`src/logic/romBridge_params.svh`:
```
// Build-time sizes for the ROM bridge, included by every RTL file that needs a width or default
`ifndef ROMBRIDGE_PARAMS_SVH
`define ROMBRIDGE_PARAMS_SVH

// --------------------------------------------------
// SPI side
// --------------------------------------------------
`define ROM_COUNT 4             // User flash ROMs behind the shared master
`define TXN_CNT_W 16            // Per-ROM and error counter width

// --------------------------------------------------
// LED heartbeat
// --------------------------------------------------
`define HB_PERIOD_W 26          // Enough for 50 MHz / ~2.5 Hz
`define HB_PERIOD_DEFAULT 19999999

// --------------------------------------------------
// APB register port
// --------------------------------------------------
`define APB_ADDR_W 8            // Byte address, word aligned
`define APB_DATA_W 32

`endif

```
`src/logic/romBridgePkg.sv`:
```
// Shared types for the ROM bridge, imported by the router, register block and top level
`default_nettype none

package romBridgePkg;

	// --------------------------------------------------
	// APB register map, byte addresses
	// --------------------------------------------------
	typedef enum logic [7:0] {
		CTRL     = 8'h00,   // Enable mask [3:0]
		HBPERIOD = 8'h04,   // Heartbeat period
		STATUS   = 8'h08,   // Selection and LED, read only
		ERRCNT   = 8'h0C,   // Selection errors, read only
		ROMCNT0  = 8'h10,
		ROMCNT1  = 8'h14,
		ROMCNT2  = 8'h18,
		ROMCNT3  = 8'h1C    // Last of the transaction counters
	} regAddr_t;

	// Router selection as reported to STATUS
	typedef struct packed {
		logic       valid;  // Some ROM has been selected
		logic [1:0] index;  // Last ROM with a clean one-hot select
	} romSel_t;

endpackage

`default_nettype wire

```
`src/logic/apbRegs.sv`:
```
// APB slave with the bridge control registers and the read-only router and LED status
`timescale 1ns/1ps
`default_nettype none
`include "romBridge_params.svh"

module apbRegs (
	input  wire                      iSCLK,
	input  wire                      iPllLocked,
	// APB
	input  wire                      iPsel,
	input  wire                      iPenable,
	input  wire                      iPwrite,
	input  wire [`APB_ADDR_W-1:0]    iPaddr,
	input  wire [`APB_DATA_W-1:0]    iPwdata,
	output logic [`APB_DATA_W-1:0]   oPrdata,
	output logic                     oPready,
	output logic                     oPslverr,
	// Status in
	input  wire romBridgePkg::romSel_t curSel,
	input  wire [2:0]                led,
	input  wire [`TXN_CNT_W-1:0]     romCount0,
	input  wire [`TXN_CNT_W-1:0]     romCount1,
	input  wire [`TXN_CNT_W-1:0]     romCount2,
	input  wire [`TXN_CNT_W-1:0]     romCount3,
	input  wire [`TXN_CNT_W-1:0]     errCount,
	// Control out
	output logic [`ROM_COUNT-1:0]    enableMask,
	output logic [`HB_PERIOD_W-1:0]  hbPeriod,
	output logic                     periodWrite
);
	import romBridgePkg::*;

	localparam int DataW = `APB_DATA_W;

	regAddr_t           addr;
	logic               access;
	logic               mapped;
	logic               readOnly;
	logic               wrEn;
	logic [DataW-1:0]   readData;

	// --------------------------------------------------
	// Access phase and address decode
	// --------------------------------------------------
	assign access  = iPsel && iPenable;
	assign addr    = regAddr_t'(iPaddr);
	assign oPready = access;              // Zero wait states

	always_comb
	begin
		mapped   = 1'b1;
		readOnly = 1'b1;
		readData = '0;
		case (addr)
			CTRL:
			begin
				readOnly = 1'b0;
				readData = DataW'(enableMask);
			end
			HBPERIOD:
			begin
				readOnly = 1'b0;
				readData = DataW'(hbPeriod);
			end
			STATUS:  readData = DataW'({led, 1'b0, curSel.index, curSel.valid});
			ERRCNT:  readData = DataW'(errCount);
			ROMCNT0: readData = DataW'(romCount0);
			ROMCNT1: readData = DataW'(romCount1);
			ROMCNT2: readData = DataW'(romCount2);
			ROMCNT3: readData = DataW'(romCount3);
			default: mapped   = 1'b0;      // Hole in the map
		endcase
	end

	// Error on unmapped address or write to a status word
	assign oPslverr = access && (!mapped || (iPwrite && readOnly));
	assign oPrdata  = (access && !iPwrite && !oPslverr) ? readData : '0;

	// --------------------------------------------------
	// Write side
	// --------------------------------------------------
	assign wrEn        = access && iPwrite && !oPslverr;
	assign periodWrite = wrEn && (addr == HBPERIOD);   // Also restarts the heartbeat

	always_ff @(posedge iSCLK, negedge iPllLocked)
	begin
		if (!iPllLocked)
		begin
			enableMask <= '1;                    // All ROMs routed
			hbPeriod   <= `HB_PERIOD_W'(`HB_PERIOD_DEFAULT);
		end
		else if (wrEn)
		begin
			if (addr == CTRL)
				enableMask <= iPwdata[`ROM_COUNT-1:0];
			if (periodWrite)
				hbPeriod <= iPwdata[`HB_PERIOD_W-1:0];
		end
	end

endmodule

`default_nettype wire

```
`src/logic/heartbeat.sv`:
```
// LED heartbeat whose step period is set from the APB HBPERIOD register
`timescale 1ns/1ps
`default_nettype none
`include "romBridge_params.svh"

module heartbeat (
	input  wire                     iSCLK,
	input  wire                     iPllLocked,
	input  wire [`HB_PERIOD_W-1:0]  hbPeriod,      // Counter wraps after this value
	input  wire                     periodWrite,   // HBPERIOD write strobe
	output logic [2:0]              led
);

	logic [`HB_PERIOD_W-1:0] count;
	logic                    wrap;

	// --------------------------------------------------
	// Period compare
	// --------------------------------------------------
	assign wrap = (count == hbPeriod);     // One cycle every P+1 clocks

	// --------------------------------------------------
	// Counter and LED step
	// --------------------------------------------------
	always_ff @(posedge iSCLK, negedge iPllLocked)
	begin
		if (!iPllLocked)
		begin
			count <= '0;
			led   <= 3'b000;
		end
		else
		begin
			// New period counts from zero
			if (periodWrite)
				count <= '0;
			else if (wrap)
				count <= '0;
			else
				count <= count + 1'b1;

			// LED advances on the wrap cycle only
			if (wrap)
				led <= led + 3'd1;   // Rolls over 7 -> 0
		end
	end

endmodule

`default_nettype wire

```
`src/logic/romBridgeTop.sv`:
```
// Board top of the ROM bridge FPGA, ties the SPI router, heartbeat and APB registers to the pins
`timescale 1ns/1ps
`default_nettype none
`include "romBridge_params.svh"

module romBridgeTop (
	// Clock and reset
	input  wire                      iSCLK,
	input  wire                      iPllLocked,     // Also the async reset
	// APB configuration port
	input  wire                      iPsel,
	input  wire                      iPenable,
	input  wire                      iPwrite,
	input  wire [`APB_ADDR_W-1:0]    iPaddr,
	input  wire [`APB_DATA_W-1:0]    iPwdata,
	output wire [`APB_DATA_W-1:0]    oPrdata,
	output wire                      oPready,
	output wire                      oPslverr,
	// Shared SPI master
	input  wire                      iMaster_MOSI,
	input  wire                      iMaster_SCK,
	input  wire [`ROM_COUNT-1:0]     iMaster_nCS,
	output wire                      oMaster_MISO,
	// User ROMs
	input  wire [`ROM_COUNT-1:0]     iUser_MISO,
	output wire [`ROM_COUNT-1:0]     oUser_MOSI,
	output wire [`ROM_COUNT-1:0]     oUser_SCK,
	output wire [`ROM_COUNT-1:0]     oUser_nCS,
	// Board
	output wire [3:0]                oUserDebug,
	output wire [2:0]                oLed
);
	import romBridgePkg::*;

	romSel_t                 curSel;
	logic [`TXN_CNT_W-1:0]   romCount0;
	logic [`TXN_CNT_W-1:0]   romCount1;
	logic [`TXN_CNT_W-1:0]   romCount2;
	logic [`TXN_CNT_W-1:0]   romCount3;
	logic [`TXN_CNT_W-1:0]   errCount;
	logic [`ROM_COUNT-1:0]   enableMask;
	logic [`HB_PERIOD_W-1:0] hbPeriod;
	logic                    periodWrite;

	// --------------------------------------------------
	// SPI router
	// --------------------------------------------------
	spiRouter spiRouter_i (
		.iSCLK(iSCLK), .iPllLocked(iPllLocked),
		.iMaster_MOSI(iMaster_MOSI), .iMaster_SCK(iMaster_SCK),
		.iMaster_nCS(iMaster_nCS), .oMaster_MISO(oMaster_MISO),
		.iUser_MISO(iUser_MISO), .oUser_MOSI(oUser_MOSI),
		.oUser_SCK(oUser_SCK), .oUser_nCS(oUser_nCS),
		.oUserDebug(oUserDebug), .enableMask(enableMask), .curSel(curSel),
		.romCount0(romCount0), .romCount1(romCount1),
		.romCount2(romCount2), .romCount3(romCount3), .errCount(errCount)
	);

	// LED heartbeat, also read back through STATUS
	heartbeat heartbeat_i (
		.iSCLK(iSCLK), .iPllLocked(iPllLocked),
		.hbPeriod(hbPeriod), .periodWrite(periodWrite), .led(oLed)
	);

	// --------------------------------------------------
	// APB registers
	// --------------------------------------------------
	apbRegs apbRegs_i (
		.iSCLK(iSCLK), .iPllLocked(iPllLocked),
		.iPsel(iPsel), .iPenable(iPenable), .iPwrite(iPwrite),
		.iPaddr(iPaddr), .iPwdata(iPwdata),
		.oPrdata(oPrdata), .oPready(oPready), .oPslverr(oPslverr),
		.curSel(curSel), .led(oLed),
		.romCount0(romCount0), .romCount1(romCount1),
		.romCount2(romCount2), .romCount3(romCount3), .errCount(errCount),
		.enableMask(enableMask), .hbPeriod(hbPeriod), .periodWrite(periodWrite)
	);

endmodule

`default_nettype wire

```
`src/logic/spiRouter.sv`:
```
// Routes the shared SPI master to the user ROMs and counts transactions and selection errors
`timescale 1ns/1ps
`default_nettype none
`include "romBridge_params.svh"

module spiRouter (
	input  wire                   iSCLK,
	input  wire                   iPllLocked,
	// Master side
	input  wire                   iMaster_MOSI,
	input  wire                   iMaster_SCK,
	input  wire [`ROM_COUNT-1:0]  iMaster_nCS,
	output logic                  oMaster_MISO,
	// ROM side
	input  wire [`ROM_COUNT-1:0]  iUser_MISO,
	output logic [`ROM_COUNT-1:0] oUser_MOSI,
	output logic [`ROM_COUNT-1:0] oUser_SCK,
	output logic [`ROM_COUNT-1:0] oUser_nCS,
	output logic [3:0]            oUserDebug,   // {&nCS, SCK, MOSI, MISO}
	// Control and status
	input  wire [`ROM_COUNT-1:0]  enableMask,
	output romBridgePkg::romSel_t curSel,
	output logic [`TXN_CNT_W-1:0] romCount0,
	output logic [`TXN_CNT_W-1:0] romCount1,
	output logic [`TXN_CNT_W-1:0] romCount2,
	output logic [`TXN_CNT_W-1:0] romCount3,
	output logic [`TXN_CNT_W-1:0] errCount
);
	import romBridgePkg::*;

	logic [`ROM_COUNT-1:0] gatedNcs;        // Master selects with disabled ROMs forced high
	logic [`ROM_COUNT-1:0] csReg;           // Stage 1, gated
	logic [`ROM_COUNT-1:0] masterReg;       // Stage 1, raw master
	logic [`ROM_COUNT-1:0] masterPrev;      // Stage 2, raw master
	logic [2:0]            lowCount;
	logic [1:0]            selIndex;
	logic                  selValid;
	logic [1:0]            prevIndex;
	logic                  prevValid;
	logic                  txnEvent;
	logic                  errEvent;
	logic [`TXN_CNT_W-1:0] romCnt [`ROM_COUNT];
	romSel_t               lastSel;

	// --------------------------------------------------
	// Pass-through and chip-select gating
	// --------------------------------------------------
	assign oUser_MOSI = {`ROM_COUNT{iMaster_MOSI}};
	assign oUser_SCK  = {`ROM_COUNT{iMaster_SCK}};
	assign gatedNcs   = iMaster_nCS | ~enableMask;
	assign oUser_nCS  = gatedNcs;

	// Selection decode from the registered selects
	always_comb
	begin
		lowCount = '0;
		selIndex = '0;
		for (int k = 0; k < `ROM_COUNT; k++)
		begin
			if (!csReg[k])
			begin
				lowCount = lowCount + 3'd1;
				selIndex = 2'(k);       // Only meaningful when exactly one is low
			end
		end
		selValid = (lowCount == 3'd1);
	end

	// MISO back from the one selected ROM, else 0
	assign oMaster_MISO = selValid ? iUser_MISO[selIndex] : 1'b0;

	// --------------------------------------------------
	// Two register stages for edge detection
	// --------------------------------------------------
	always_ff @(posedge iSCLK, negedge iPllLocked)
	begin
		if (!iPllLocked)
		begin
			csReg      <= '1;           // All deselected
			masterReg  <= '1;
			masterPrev <= '1;
			prevValid  <= 1'b0;
			prevIndex  <= '0;
			lastSel    <= '0;
		end
		else
		begin
			csReg      <= gatedNcs;
			masterReg  <= iMaster_nCS;
			masterPrev <= masterReg;
			prevValid  <= selValid;
			prevIndex  <= selIndex;
			if (selValid)
				lastSel <= '{valid: 1'b1, index: selIndex};   // Sticky for STATUS
		end
	end

	// New valid selection, also a direct hop between ROMs
	assign txnEvent = selValid && (!prevValid || prevIndex != selIndex);
	// Master asked for something the gating did not turn into one ROM
	assign errEvent = |(masterPrev & ~masterReg) && !selValid;

	// --------------------------------------------------
	// Saturating counters
	// --------------------------------------------------
	always_ff @(posedge iSCLK, negedge iPllLocked)
	begin
		if (!iPllLocked)
		begin
			for (int k = 0; k < `ROM_COUNT; k++)
				romCnt[k] <= '0;
			errCount <= '0;
		end
		else
		begin
			if (txnEvent && romCnt[selIndex] != '1)
				romCnt[selIndex] <= romCnt[selIndex] + 1'b1;
			if (errEvent && errCount != '1)
				errCount <= errCount + 1'b1;
		end
	end

	assign romCount0 = romCnt[0];
	assign romCount1 = romCnt[1];
	assign romCount2 = romCnt[2];
	assign romCount3 = romCnt[3];
	assign curSel    = lastSel;

	// Debug pins, one cycle behind the master lines
	always_ff @(posedge iSCLK)
	begin
		oUserDebug <= {&iMaster_nCS, iMaster_SCK, iMaster_MOSI, oMaster_MISO};
	end

endmodule

`default_nettype wire

```
`config.mk`:
```
export PLATFORM = sky130hd
export DESIGN_NAME = romBridgeTop
export DESIGN_NICKNAME = d
export VERILOG_FILES = /design/src/logic/romBridgePkg.sv /design/src/logic/apbRegs.sv /design/src/logic/heartbeat.sv /design/src/logic/romBridgeTop.sv /design/src/logic/spiRouter.sv
export VERILOG_INCLUDE_DIRS = /design/src /design/src/logic
export SDC_FILE = /design/constraint.sdc
export NUM_CORES = 1
export LEC_CHECK = 0
export ABC_AREA = 1
export BUFFER_PORTS_ARGS = -buffer_cell sky130_fd_sc_hd__buf_2
export CORE_MARGIN = 4
export CORE_UTILIZATION = 25
export CTS_CLUSTER_DIAMETER = 200
export DETAILED_ROUTE_END_ITERATION = 10
export GPL_ROUTABILITY_DRIVEN = 0
export SYNTH_ARGS = -nofsm -noshare
export SYNTH_HDL_FRONTEND = slang
export SYNTH_SLANG_ARGS = --single-unit
```
`constraint.sdc`:
```
create_clock -name iSCLK -period 4 [get_ports iSCLK]
set_input_delay 0.2 -clock iSCLK [delete_from_list [all_inputs] [get_ports iSCLK]]
set_output_delay 0.2 -clock iSCLK [all_outputs]
set_load 0.05 [all_outputs]
```
==> results.md, run 1 <==
* Yosys reg bits at between 150 and 200
* Clock Tree Buf Depth at 2
* Clock tree from TritonCTS: done
* P_leak at ~0.0053 uW
* Num ports at approximately 110
* Nets at roughly 1400
* DRT iter0 DRCs at slightly above 900
* Fmax at around 300 MHz
* WP data arrival at about 3.2 ns
* Post-synthesis cell type count at 43
* TNS Setup at 0 ns
* FILL cells at 4125
* Avg Inst Size Synth at 7.59 um^2
* Fin area at approximately 11000 um^2
* Pin count of the biggest net entering global routing at 100
* DIE WIDTH at 203 um
* CP Launch Type: flip-flop
* Pins Over Slew Limit at 0
* Overflow after GRT at 0
* Vias in the first global route at ~8000
* Gr busiest metal: met1
* RSZ-0062 raised after global routing: false
* Met3 usage in global routing at 0.0364
* Synth top area cells: dfrtp_1 (33%), nand2_1 (14%), dfstp_2 (8.6%), nand3_1 (5.5%), inv_1 (5.3%)
* Number of flops mapped to enable cells by yosys at 0
* Cell at the root of the clock tree: clkbuf_16
* Worst Tran Pin Value at between 1 and 1.5 ns
* Die ar. at 41100 um^2
* Final hold viol count at 0
* Routed len/inst at roughly 16 um
* Core ar. at around 37000 um^2
* Post-route minimum period at approximately 3.4 ns
* Global-route wire length before repair at 46300 um
* CTS clk-pin slew, worst paths at roughly 0.06 ns
* Initial cell density of the core at 0.253
* Mapped Cells at 1248
* Num CTS Buffers at 17
* Power Density at 460 nW/um^2
* Max IR drop VDD at approximately 350 uV
* H-tree lvl count at 4
* # port buffers at 96
* Setup bufs post-CTS at 0
* DRT Pass-1 Iters at 8
* Prevailing post-synth register cell: dfrtp_1
* Relative max-transition margin at 0.304
* Cell with the most instances after synthesis: nand2_1
* Post-synth top cells: nand2_1 (351), inv_1 (134), dfrtp_1 (126), nor2_1 (117), nand3_1 (104)
* Setup CP Type: flip-flop to output pin
* Vias per cell at 4.63
* Ys Warns at 0
* Hpwl dp at 21500 um
* Worst Path Required at roughly 3.8 ns
* Hold/Removal Path Class: input pin to flip-flop
* P&R area growth vs syn at 17.9%
* Share of the synthesized area in the top cell type at 0.333
* Final period utilization at 0.853
* Setup crit end kind: output pin
* Max-cap violation count at 0
* Via count at between 8000 and 9000
* Layout cells sized above 1 at 0.158
* Setup Viol. Count Final at 0
* Leading area contributor after synthesis: dfrtp_1
* Worst skew pair latency at 0.44 ns
* GRT met1 Usage at 0.214
* # rows at a little over 70
* Sink Count at between 150 and 200
* Post-route DRC at 0
* Initial antenna violation count at 3
* Ant. Diodes at 0
* Gr usage total at 0.144
* GRT met2 Usage at 0.211
* Post-synthesis sequential area ratio at 0.427
* WL final at 29700 um
* CP Max Fanout at 11
* Placement Cell Area at between 10000 and 15000 um^2
* Status: finished, final reports clean
* Clock Skew at about 0.0083 ns
* Post-Syn Area at about 9500 um^2
* Ys async rst share at 0.975
* DRT antenna net count at 0
* Die Span Y at approximately 200 um
[where the power goes]
| part | total [uW] | internal, uW | switching [uW] |
|---|---|---|---|
| logic | 1160 | 384 | 773 |
| clock network | 1680 | 996 | 687 |
| registers | 2300 | 2000 | 299 |
[layout make-up]
cell class                      count  area [um^2]  share of cell area
Timing Repair Buffer              135          847              0.0758
Sequential cell                   161         4050               0.362
Multi-Input combinational cell    899         4520               0.405
Inverter                          139          524              0.0469
Tap cell                          511          639              0.0572
Clock inverter                     10          136              0.0122
Clock buffer                       22          454              0.0407
[kinds of logic (layout without fill, tap and decap cells)]
| logic type | after synthesis | in the layout | synth area share |
|---|---|---|---|
| other | 1 | 6 | 0.000396 |
| xor gates and xnor gates | 60 | 60 | 0.0562 |
| adders and majority gates | 7 | 7 | 0.00924 |
| buffers and inverters | 193 | 306 | 0.0990 |
| muxes | 1 | 1 | 0.00106 |
| and+or+nand+nor | 680 | 680 | 0.324 |
| AOI/OAI and AO/OA | 145 | 145 | 0.0827 |
| DFF | 161 | 161 | 0.427 |
[critical path: stages (launching register included)]
cell and delay (ns):
dfstp_2 0.77, inv_2 0.11, ha_1 0.34, xnor2_2 0.16, ha_1 0.30, nor2_1 0.11, nand2_1 0.06, o21ai_1 0.10
nand2_2 0.16, inv_1 0.15, nand2_1 0.09, o22ai_1 0.14, buf_2 0.29
[flip-flops by register name, indices dropped and copies added (netlist names)]
register	cells
heartbeat_i.count	26
spiRouter_i.csReg	4
apbRegs_i.enableMask	4
spiRouter_i.masterReg	4
spiRouter_i.curSel	3
apbRegs_i.hbPeriod	26
spiRouter_i.oUserDebug	4
spiRouter_i.prevIndex	2
spiRouter_i.romCount1	16
spiRouter_i.romCount2	16
spiRouter_i.errCount	16
heartbeat_i.led	3
spiRouter_i.prevValid	1
spiRouter_i.romCount3	16
spiRouter_i.romCount0	16
spiRouter_i.masterPrev	4
[repair_timing]
item                                   in CTS  in global routing
resized for setup                           0                  0
endpoints found under the hold margin     104                  1
hold buffers                               26                  1
setup endpoints to repair                   0                  0
[stage by stage]
step	worst slack, ns	utilization	power, uW	instances	hold WS, ns
6_report	0.587	0.298	5140	1877	0.00512
5_1_grt	0.409	0.298	5480	1877	0.00581
4_1_cts	0.603	0.298	5160	1876	0.00124
3_5_place_dp	0.885	0.275	3440	1818	0.319
3_3_place_gp	0.882	0.275	3410	1818	0.323
2_1_floorplan	1.02	-	3100	1253	-0.0956
[cell usage in the layout (no fill, tap or decap), drive strengths merged, types with 2 or more instances in the layout]
cell and n:
nand4 20, nor3 42, xor2 40, dfrtp 126
or2 4, inv 139, clkbuf 22, dfxtp 4
nor4 8, a31oi 4, bufinv 3, clkinv 5
conb 6, a21oi 11, nand3 110, ha 7
o21ai 104, nor2 133, dlygate4sd3 27, o22ai 23
xnor2 20, dfstp 31, nand2 362, clkinvlp 2
buf 108
[final timing paths]
check,startpoint,endpoint,slack [ns],cells after the start
max in group asynchronous,iPllLocked,apbRegs_i.hbPeriod[13],2.41,3
max,spiRouter_i.csReg[1],oMaster_MISO,0.59,12
min reg2reg,spiRouter_i.masterReg[1],spiRouter_i.masterPrev[1],0.36,0
max reg2reg,spiRouter_i.csReg[1],spiRouter_i.romCount0[6],0.80,11
min in group asynchronous,iPllLocked,spiRouter_i.curSel[0],0.40,2
min,iPwdata[6],apbRegs_i.hbPeriod[6],0.005,3
[per-layer routing]
metal  vias up  wire (um)
met5         -          7
li1       4207          -
met1      4070      14200
met3        34       2590
met2       386      12500
met4         2        376
(Power assumes the default switching activity.)
==> run 2, diff against run 1 <==
--- a/config.mk
+++ b/config.mk
@@ -6,7 +6,6 @@
 export SDC_FILE = /design/constraint.sdc
 export NUM_CORES = 1
 export LEC_CHECK = 0
-export ABC_AREA = 1
 export BUFFER_PORTS_ARGS = -buffer_cell sky130_fd_sc_hd__buf_2
 export CORE_MARGIN = 4
 export CORE_UTILIZATION = 25
==> run 2 against run 1 <==
First-iteration DRC count shrank 57%. Register-to-register slack lost 0.34 ns. Utilization grew 0.39 points. Count of clock-buffer cells in the layout shrank 5. Hold slack gained 0.0022 ns. Critical path depth grew 1. Sequential share of layout area grew 2.4 points. Power shrank 26%. Largest power group unchanged. Via count shrank 28%. Combinational power shrank 64%.
==> results.md, run 2 <==
* Prevailing post-synth register cell: dfrtp_1
* Relative max-transition margin at 0.298 (-0.00612)
* Max-cap violation count at 0 (unchanged)
* # port buffers at 96 (unchanged)
* DRT iter0 DRCs at 393 (-57%)
* Placed insts at 1297 (-29%)
* CP Launch Type: flip-flop
* Worst path bufs/invs at 5 (+2)
* Final period utilization at 0.886 (+0.0327)
* Leading area contributor after synthesis: dfrtp_1
* Post-synth top cells: dfrtp_1 (126), nor2_1 (62), mux2_2 (57), xor2_1 (42), xnor2_1 (40)
* Hold/Removal Path Class: input pin to flip-flop
* Die Span Y at 196 um (-3.4%)
* Share of the synthesized area in the top cell type at 0.357 (+0.0246)
* Cell with the most instances after synthesis: dfrtp_1
* R2R setup slack at 0.46 ns (-0.34 ns)
* Clock tree from TritonCTS: done
* P_leak at 0.00484 uW (-9.0%)
* Hold path startpoint: iPwdata[19]
* Gr usage total at 0.121 (-0.0231)
* Worst skew pair latency at 0.44 ns (about the same)
* RSZ-0062 raised after global routing: false
* Hold EP: apbRegs_i.hbPeriod[19]
* DRT antenna net count at 0 (unchanged)
* Nets at 945 (-33%)
* Overflow after GRT at 0 (unchanged)
* Ant. Diodes at 0 (unchanged)
* R2R cell count at 13 (+2)
* Post-Syn Area at 8820 um^2 (-6.9%)
* TNS Setup at 0 ns (unchanged)
* Layout cells sized above 1 at 0.335 (+0.177)
* Initial cell density of the core at 0.254 (+0.00139)
* Worst Path Required at 4.32 ns (+0.52 ns)
* CTS clk-pin slew, worst paths at 0.07 ns (about the same)
* Cell Chain, Critical Path: buf_4, buf_4, mux2i_1, a211o_1, inv_2, ha_1, nand2_1, nor4_4, and3_1, buf_4, nor3_4, buf_4, mux2_4
* Avg Inst Size Synth at 11.4 um^2 (+51%)
* Clock Tree Buf Depth at 2 (unchanged)
* Die ar. at 38400 um^2 (-6.6%)
* P&R area growth vs syn at 18.8%
* WP data arrival at 3.87 ns (+0.66 ns)
* Post-route minimum period at 3.54 ns (+0.131 ns)
* Routed len/inst at 16.9 um (+6.9%)
* DIE WIDTH at 196 um (-3.4%)
* WHS Path Cells at 2 (-1)
* Num CTS Buffers at 17 (unchanged)
* Ys async rst share at 0.975 (unchanged)
* CP Max Fanout at 16 (+5)
* Post-synthesis sequential area ratio at 0.459 (+0.0316)
* Vias in the first global route at 6481 (-19%)
* Critical Path Max Stage Delay at 0.53 ns (-0.24 ns)
* FILL cells at 3591 (-13%)
* Final hold viol count at 0 (unchanged)
* Dpl ws at 0.447 ns (-0.438 ns)
* Worst Tran Pin Value at 1.05 ns (+0.00919 ns)
* Status: finished, final reports clean
* Setup CP Type: flip-flop to flip-flop
* Hpwl dp at 16400 um (-24%)
* Setup bufs post-CTS at 0 (unchanged)
* Cell mode on critical path: buf_4
* Via count at 6241 (-28%)
* Post-route DRC at 0 (unchanged)
* Reg2reg end: spiRouter_i.romCount3[15]
* Sink Count at 161 (unchanged)
* # rows at 68 (-4.2%)
* Power Density at 364 nW/um^2 (-21%)
* Post-synthesis cell type count at 64 (+49%)
* Critical R2R Launch: spiRouter_i.csReg[1]
* H-tree lvl count at 4 (unchanged)
* Top Registers: apbRegs_i.hbPeriod x26, heartbeat_i.count x26
* Setup Viol. Count Final at 0 (unchanged)
* Non-filler cells in the finished layout at 1351 (-28%)
* WL final at 22900 um (-23%)
* Final WS setup at 0.456 ns (-0.131 ns)
* Slowest CP cell: dfstp_2
* Setup crit end kind: flip-flop
* Num ports at 109 (unchanged)
* Ys Warns at 0 (unchanged)
* Mapped Cells at 772 (-38%)
* Initial antenna violation count at 0 (-3)
* Pin count of the biggest net entering global routing at 114 (+14%)
* Number of flops mapped to enable cells by yosys at 0 (unchanged)
* Post-CTS Resized at 0 (unchanged)
* Pins Over Slew Limit at 0 (unchanged)
* Core ar. at 34700 um^2 (-7.4%)
* Clock Skew at 0.00857 ns (+0.000240 ns)
* Vias per cell at 4.62 (-0.32%)
* Most frequent cells in the layout: dfrtp_1 (126), buf_2 (95), nor2_1 (62), mux2_2 (57), xor2_1 (42)
* Synth top area cells: dfrtp_1 (36%), dfstp_2 (9.2%), mux2_2 (7.3%), mux2_4 (6.6%), xor2_1 (4.2%)
* DRT Pass-1 Iters at 5 (-3)
* CP delay by family, top: buffers and inverters
* Max IR drop VDD at 196 uV (-43%)
* Most common cell after layout, fill and taps aside: dfrtp_1
* Global-route wire length before repair at 36800 um (-21%)
* Yosys reg bits at 161 (unchanged)
* Cell at the root of the clock tree: clkbuf_16
* Fmax at 282 MHz (-3.7%)
* Design Power at 3810 uW (-26%)
## run 2: cell types whose count changed after synthesis, moves of 14 or more
cell | previous run | this run
nand2_1 | 351 | 35
inv_1 | 134 | 13
nand3_1 | 104 | 21
mux2_2 | 0 | 57
nor2_1 | 117 | 62
o21ai_0 | 62 | 11
mux2_4 | 0 | 39
o21ai_1 | 41 | 2
a22oi_1 | 1 | 39
nor3_1 | 40 | 5
o22ai_1 | 23 | 0
xnor2_1 | 19 | 40
mux2i_1 | 1 | 20
and3_1 | 0 | 14
## run 2: stage by stage
stage                     utilization  hold slack [ns]  cell area [um^2]
after global placement          0.279            0.324              9690
final                           0.302          0.00735             10500
after global routing            0.302          0.00578             10500
after floorplan                     -          -0.0956              8840
after detailed placement        0.279            0.325              9690
after CTS                       0.302         0.000784             10500
## run 2: how the worst max path moves through the flow
stage	start	to	slack [ns]	cells past startpoint
finish	spiRouter_i.csReg[1]	spiRouter_i.romCount3[15]	0.46	13
detailed placement	spiRouter_i.csReg[1]	spiRouter_i.romCount3[15]	0.45	13
global route	spiRouter_i.csReg[1]	spiRouter_i.romCount1[2]	0.28	10
CTS	spiRouter_i.csReg[1]	spiRouter_i.romCount1[4]	0.44	10
floorplan	spiRouter_i.csReg[1]	spiRouter_i.romCount0[10]	0.16	14
global placement	spiRouter_i.csReg[1]	spiRouter_i.romCount3[12]	0.48	13
## run 2: repair_timing
item	4_1_cts	5_1_grt
hold buffers	22	0
endpoints found under the setup margin	0	0
hold endpoints to repair	111	0
## run 2: per-layer routing
metal  vias up  GRT usage  routed length (um)
li1       2972          -                   -
met3        18     0.0285                1110
met4         0     0.0352                 395
met2       139      0.203               11200
met1      3112      0.155               10200
met5         -          0                   0
## run 2: power breakdown
part / internal [uW] / switching [uW]
Clock: 877 / 740
Combinational: 142 / 272
Sequential: 1700 / 81.8
Total: 2720 / 1090
## run 2: cells by family (layout without fill, tap and decap cells)
group	after synthesis	after routing	share of synthesized area
buffers and inverters	67	186	0.0499
flip-flops	161	161	0.459
XOR/XNOR	82	82	0.0814
other	1	6	0.000425
adder cells (fa/ha/maj)	7	7	0.00993
AND/OR/NAND/NOR	225	225	0.142
AO/OA/AOI/OAI	112	112	0.0930
multiplexers	117	117	0.164
## run 2: layout make-up
cell class	instances	area, um^2	area share
Clock inverter	15	145	0.0138
Sequential cell	161	4050	0.386
Inverter	15	56.3	0.00537
Multi-Input combinational cell	549	4360	0.416
Timing Repair Buffer	139	877	0.0837
Tap cell	455	569	0.0543
Clock buffer	17	425	0.0406
==> run 3, diff against run 2 <==
--- a/config.mk
+++ b/config.mk
@@ -8,10 +8,13 @@
 export LEC_CHECK = 0
 export BUFFER_PORTS_ARGS = -buffer_cell sky130_fd_sc_hd__buf_2
 export CORE_MARGIN = 4
-export CORE_UTILIZATION = 25
+export CORE_UTILIZATION = 57
 export CTS_CLUSTER_DIAMETER = 200
 export DETAILED_ROUTE_END_ITERATION = 10
 export GPL_ROUTABILITY_DRIVEN = 0
+export PLACE_DENSITY = 0.79
+export REMOVE_ABC_BUFFERS = 1
+export SLEW_MARGIN = 20
 export SYNTH_ARGS = -nofsm -noshare
 export SYNTH_HDL_FRONTEND = slang
 export SYNTH_SLANG_ARGS = --single-unit
==> run 3 against run 2 <==
Final area shrank 0.88%. Clock power is essentially flat. Register-to-register slack gained 0.04 ns. Maximum frequency increased by 1.1%. Flip-flop and latch count is the same. Count of clock-buffer cells in the layout up 3. Clock skew decreased by 0.00052 ns. Sequential power about the same. Non-clock buffer count up 27. Hold slack better by 0.0048 ns. First-iteration DRC count increased by 22%. Critical path depth down 2.
==> results.md, run 3 (synthesis gave the netlist of run 2 again) <==
* Final hold viol count at 0 (unchanged)
* GRT met1 Usage at 0.310 (+0.156)
* Global-route wire length before repair at 34300 um (-6.7%)
* CTS clk-pin slew, worst paths at 0.07 ns (about the same)
* Hpwl dp at 14500 um (-12%)
* Most frequent cells in the layout: dfrtp_1 (126), buf_2 (95), nor2_1 (62), mux2_2 (57)
* Hold/Removal Path Class: input pin to flip-flop
* WP data arrival at 3.82 ns (-0.05 ns)
* Met3 usage in global routing at 0.0475 (+0.0190)
* Num CTS Buffers at 17 (unchanged)
* Max IR drop VDD at 337 uV (+72%)
* Setup crit end kind: flip-flop
* Setup CP Type: flip-flop to flip-flop
* Vias in the first global route at 6661 (+2.8%)
* Core ar. at 15200 um^2 (-56%)
* Initial antenna violation count at 0 (unchanged)
* Sw Share at 0.282 (-0.00572)
* Initial cell density of the core at 0.580 (+0.326)
* Clock tree from TritonCTS: done
* Clock share of power at 0.424 (about the same)
* Pin count of the biggest net entering global routing at 111 (-2.6%)
* Gr usage total at 0.247 (+0.126)
* Cell Chain, Critical Path: inv_1, ha_1, xnor2_1, ha_1, o311ai_0, and3_1, o21ai_4, buf_4, nor4_4, buf_4, mux2_2
* Worst Tran Pin Value at 0.772 ns (-0.282 ns)
* DRT Pass-1 Iters at 4 (-1)
* Design Power at 3810 uW (about the same)
* Via count at 6547 (+4.9%)
* # rows at 45 (-34%)
* Comb power frac at 0.110 (about the same)
* Die Span Y at 132 um (-32%)
* H-tree lvl count at 4 (unchanged)
* Num ports at 109 (unchanged)
* R2R cell count at 11 (-2)
* Critical Path Max Stage Delay at 0.54 ns (about the same)
* DRT antenna net count at 0 (unchanged)
* Setup Viol. Count Final at 0 (unchanged)
* FILL cells at 1087 (-70%)
* Overflow after GRT at 0 (unchanged)
* Routed len/inst at 19.5 um (+15%)
* Max-cap violation count at 0 (unchanged)
* Gr busiest metal: met2
* RSZ-0062 raised after global routing: false
* CP delay by family, top: adder cells
* CP Max Fanout at 12 (-4)
* Switching power total at 1070 uW (-2.0%)
* Power Density at 367 nW/um^2 (+0.85%)
* Fmax at 285 MHz (+1.1%)
* Clock Skew at 0.00806 ns (-0.000517 ns)
* Worst Path Required at 4.31 ns (about the same)
* Ant. Diodes at 0 (unchanged)
* Critical path depth at 11 (-2)
* Register share of total power at 0.467 (about the same)
* Vias per cell at 5.89 (+28%)
* Nets at 972 (+2.9%)
* P&R area growth vs syn at 17.7%
* Layout cells sized above 1 at 0.349 (+0.0140)
* Die ar. at 17500 um^2 (-54%)
* WHS Path Cells at 2 (unchanged)
* Fin util at 0.683 (+0.381)
* Pins Over Slew Limit at 0 (unchanged)
* Relative max-transition margin at 0.481 (+0.183)
* Clock Tree Buf Depth at 2 (unchanged)
* Post-route minimum period at 3.51 ns (-0.0386 ns)
* Worst path bufs/invs at 3 (-2)
* Slowest CP cell: dfstp_2
* Post-route DRC at 0 (unchanged)
* Most common cell after layout, fill and taps aside: dfrtp_1
* Top Registers: apbRegs_i.hbPeriod x26, heartbeat_i.count x26
* WL final at 21600 um (-5.5%)
* Final period utilization at 0.876 (-0.00965)
* DRT iter0 DRCs at 481 (+22%)
* DIE WIDTH at 132 um (-32%)
* Worst skew pair latency at 0.43 ns (about the same)
* P_leak at 0.00498 uW (+2.9%)
* Status: finished, final reports clean
* GRT met2 Usage at 0.418 (+0.216)
* CP Launch Type: flip-flop
* Sink Count at 161 (unchanged)
* # port buffers at 96 (unchanged)
* Int Pwr at 2740 uW (+0.76%)
* Cell at the root of the clock tree: clkbuf_16
[run 3: worst paths after layout]
kind | startpoint | to | slack [ns]
worst max-delay path | spiRouter_i.csReg[1] | spiRouter_i.romCount2[1] | 0.49
min in group asynchronous | iPllLocked | spiRouter_i.romCount1[5] | 0.25
max in group asynchronous | iPllLocked | spiRouter_i.masterReg[2] | 2.67
worst max register to register | spiRouter_i.csReg[1] | spiRouter_i.romCount2[1] | 0.49
worst min register to register | spiRouter_i.masterReg[3] | spiRouter_i.masterPrev[3] | 0.37
worst min-delay path | iPwdata[9] | apbRegs_i.hbPeriod[9] | 0.01
[run 3: what timing repair did]
item                                    CTS  global route
resized for setup                         0             0
buffers inserted                          0            13
hold endpoints to repair                121             0
endpoints found under the setup margin    0            28
hold buffers                             27             0
[run 3: stage by stage]
step           hold WS, ns  TNS, ns  cell area, um^2  instances  setup slack (ns)
2_1_floorplan      -0.0956   -0.562             8460        725           -0.0312
3_3_place_gp         0.325        0             9400       1038             0.182
3_5_place_dp         0.327        0             9400       1038            0.0207
4_1_cts            0.00489        0            10300       1097           0.00314
5_1_grt            0.00634        0            10400       1111             0.297
6_report            0.0122        0            10400       1111             0.494
[run 3: routing by layer]
| metal | vias up | routed length (um) |
|---|---|---|
| met5 | - | 0 |
| met1 | 3269 | 9010 |
| met3 | 48 | 1010 |
| li1 | 3020 | - |
| met2 | 210 | 11000 |
| met4 | 0 | 580 |
[run 3: power by group through the flow]
stage	Clock, uW	Combinational, uW	Sequential, uW
after floorplan	0	180	1840
after global placement	0	385	1800
after detailed placement	0	392	1800
after CTS	1630	418	1780
after global routing	1700	456	1780
final	1610	418	1780
[run 3: area by class of cell]
| type | instances | area, um^2 | area share |
|---|---|---|---|
| multi-input combinational | 549 | 4360 | 0.420 |
| sequential | 161 | 4050 | 0.390 |
| timing repair buffer | 166 | 1100 | 0.106 |
| clock buffer | 20 | 478 | 0.0460 |
| tap | 188 | 235 | 0.0226 |
| clock inverter | 12 | 111 | 0.0107 |
| inverter | 15 | 56.3 | 0.00542 |
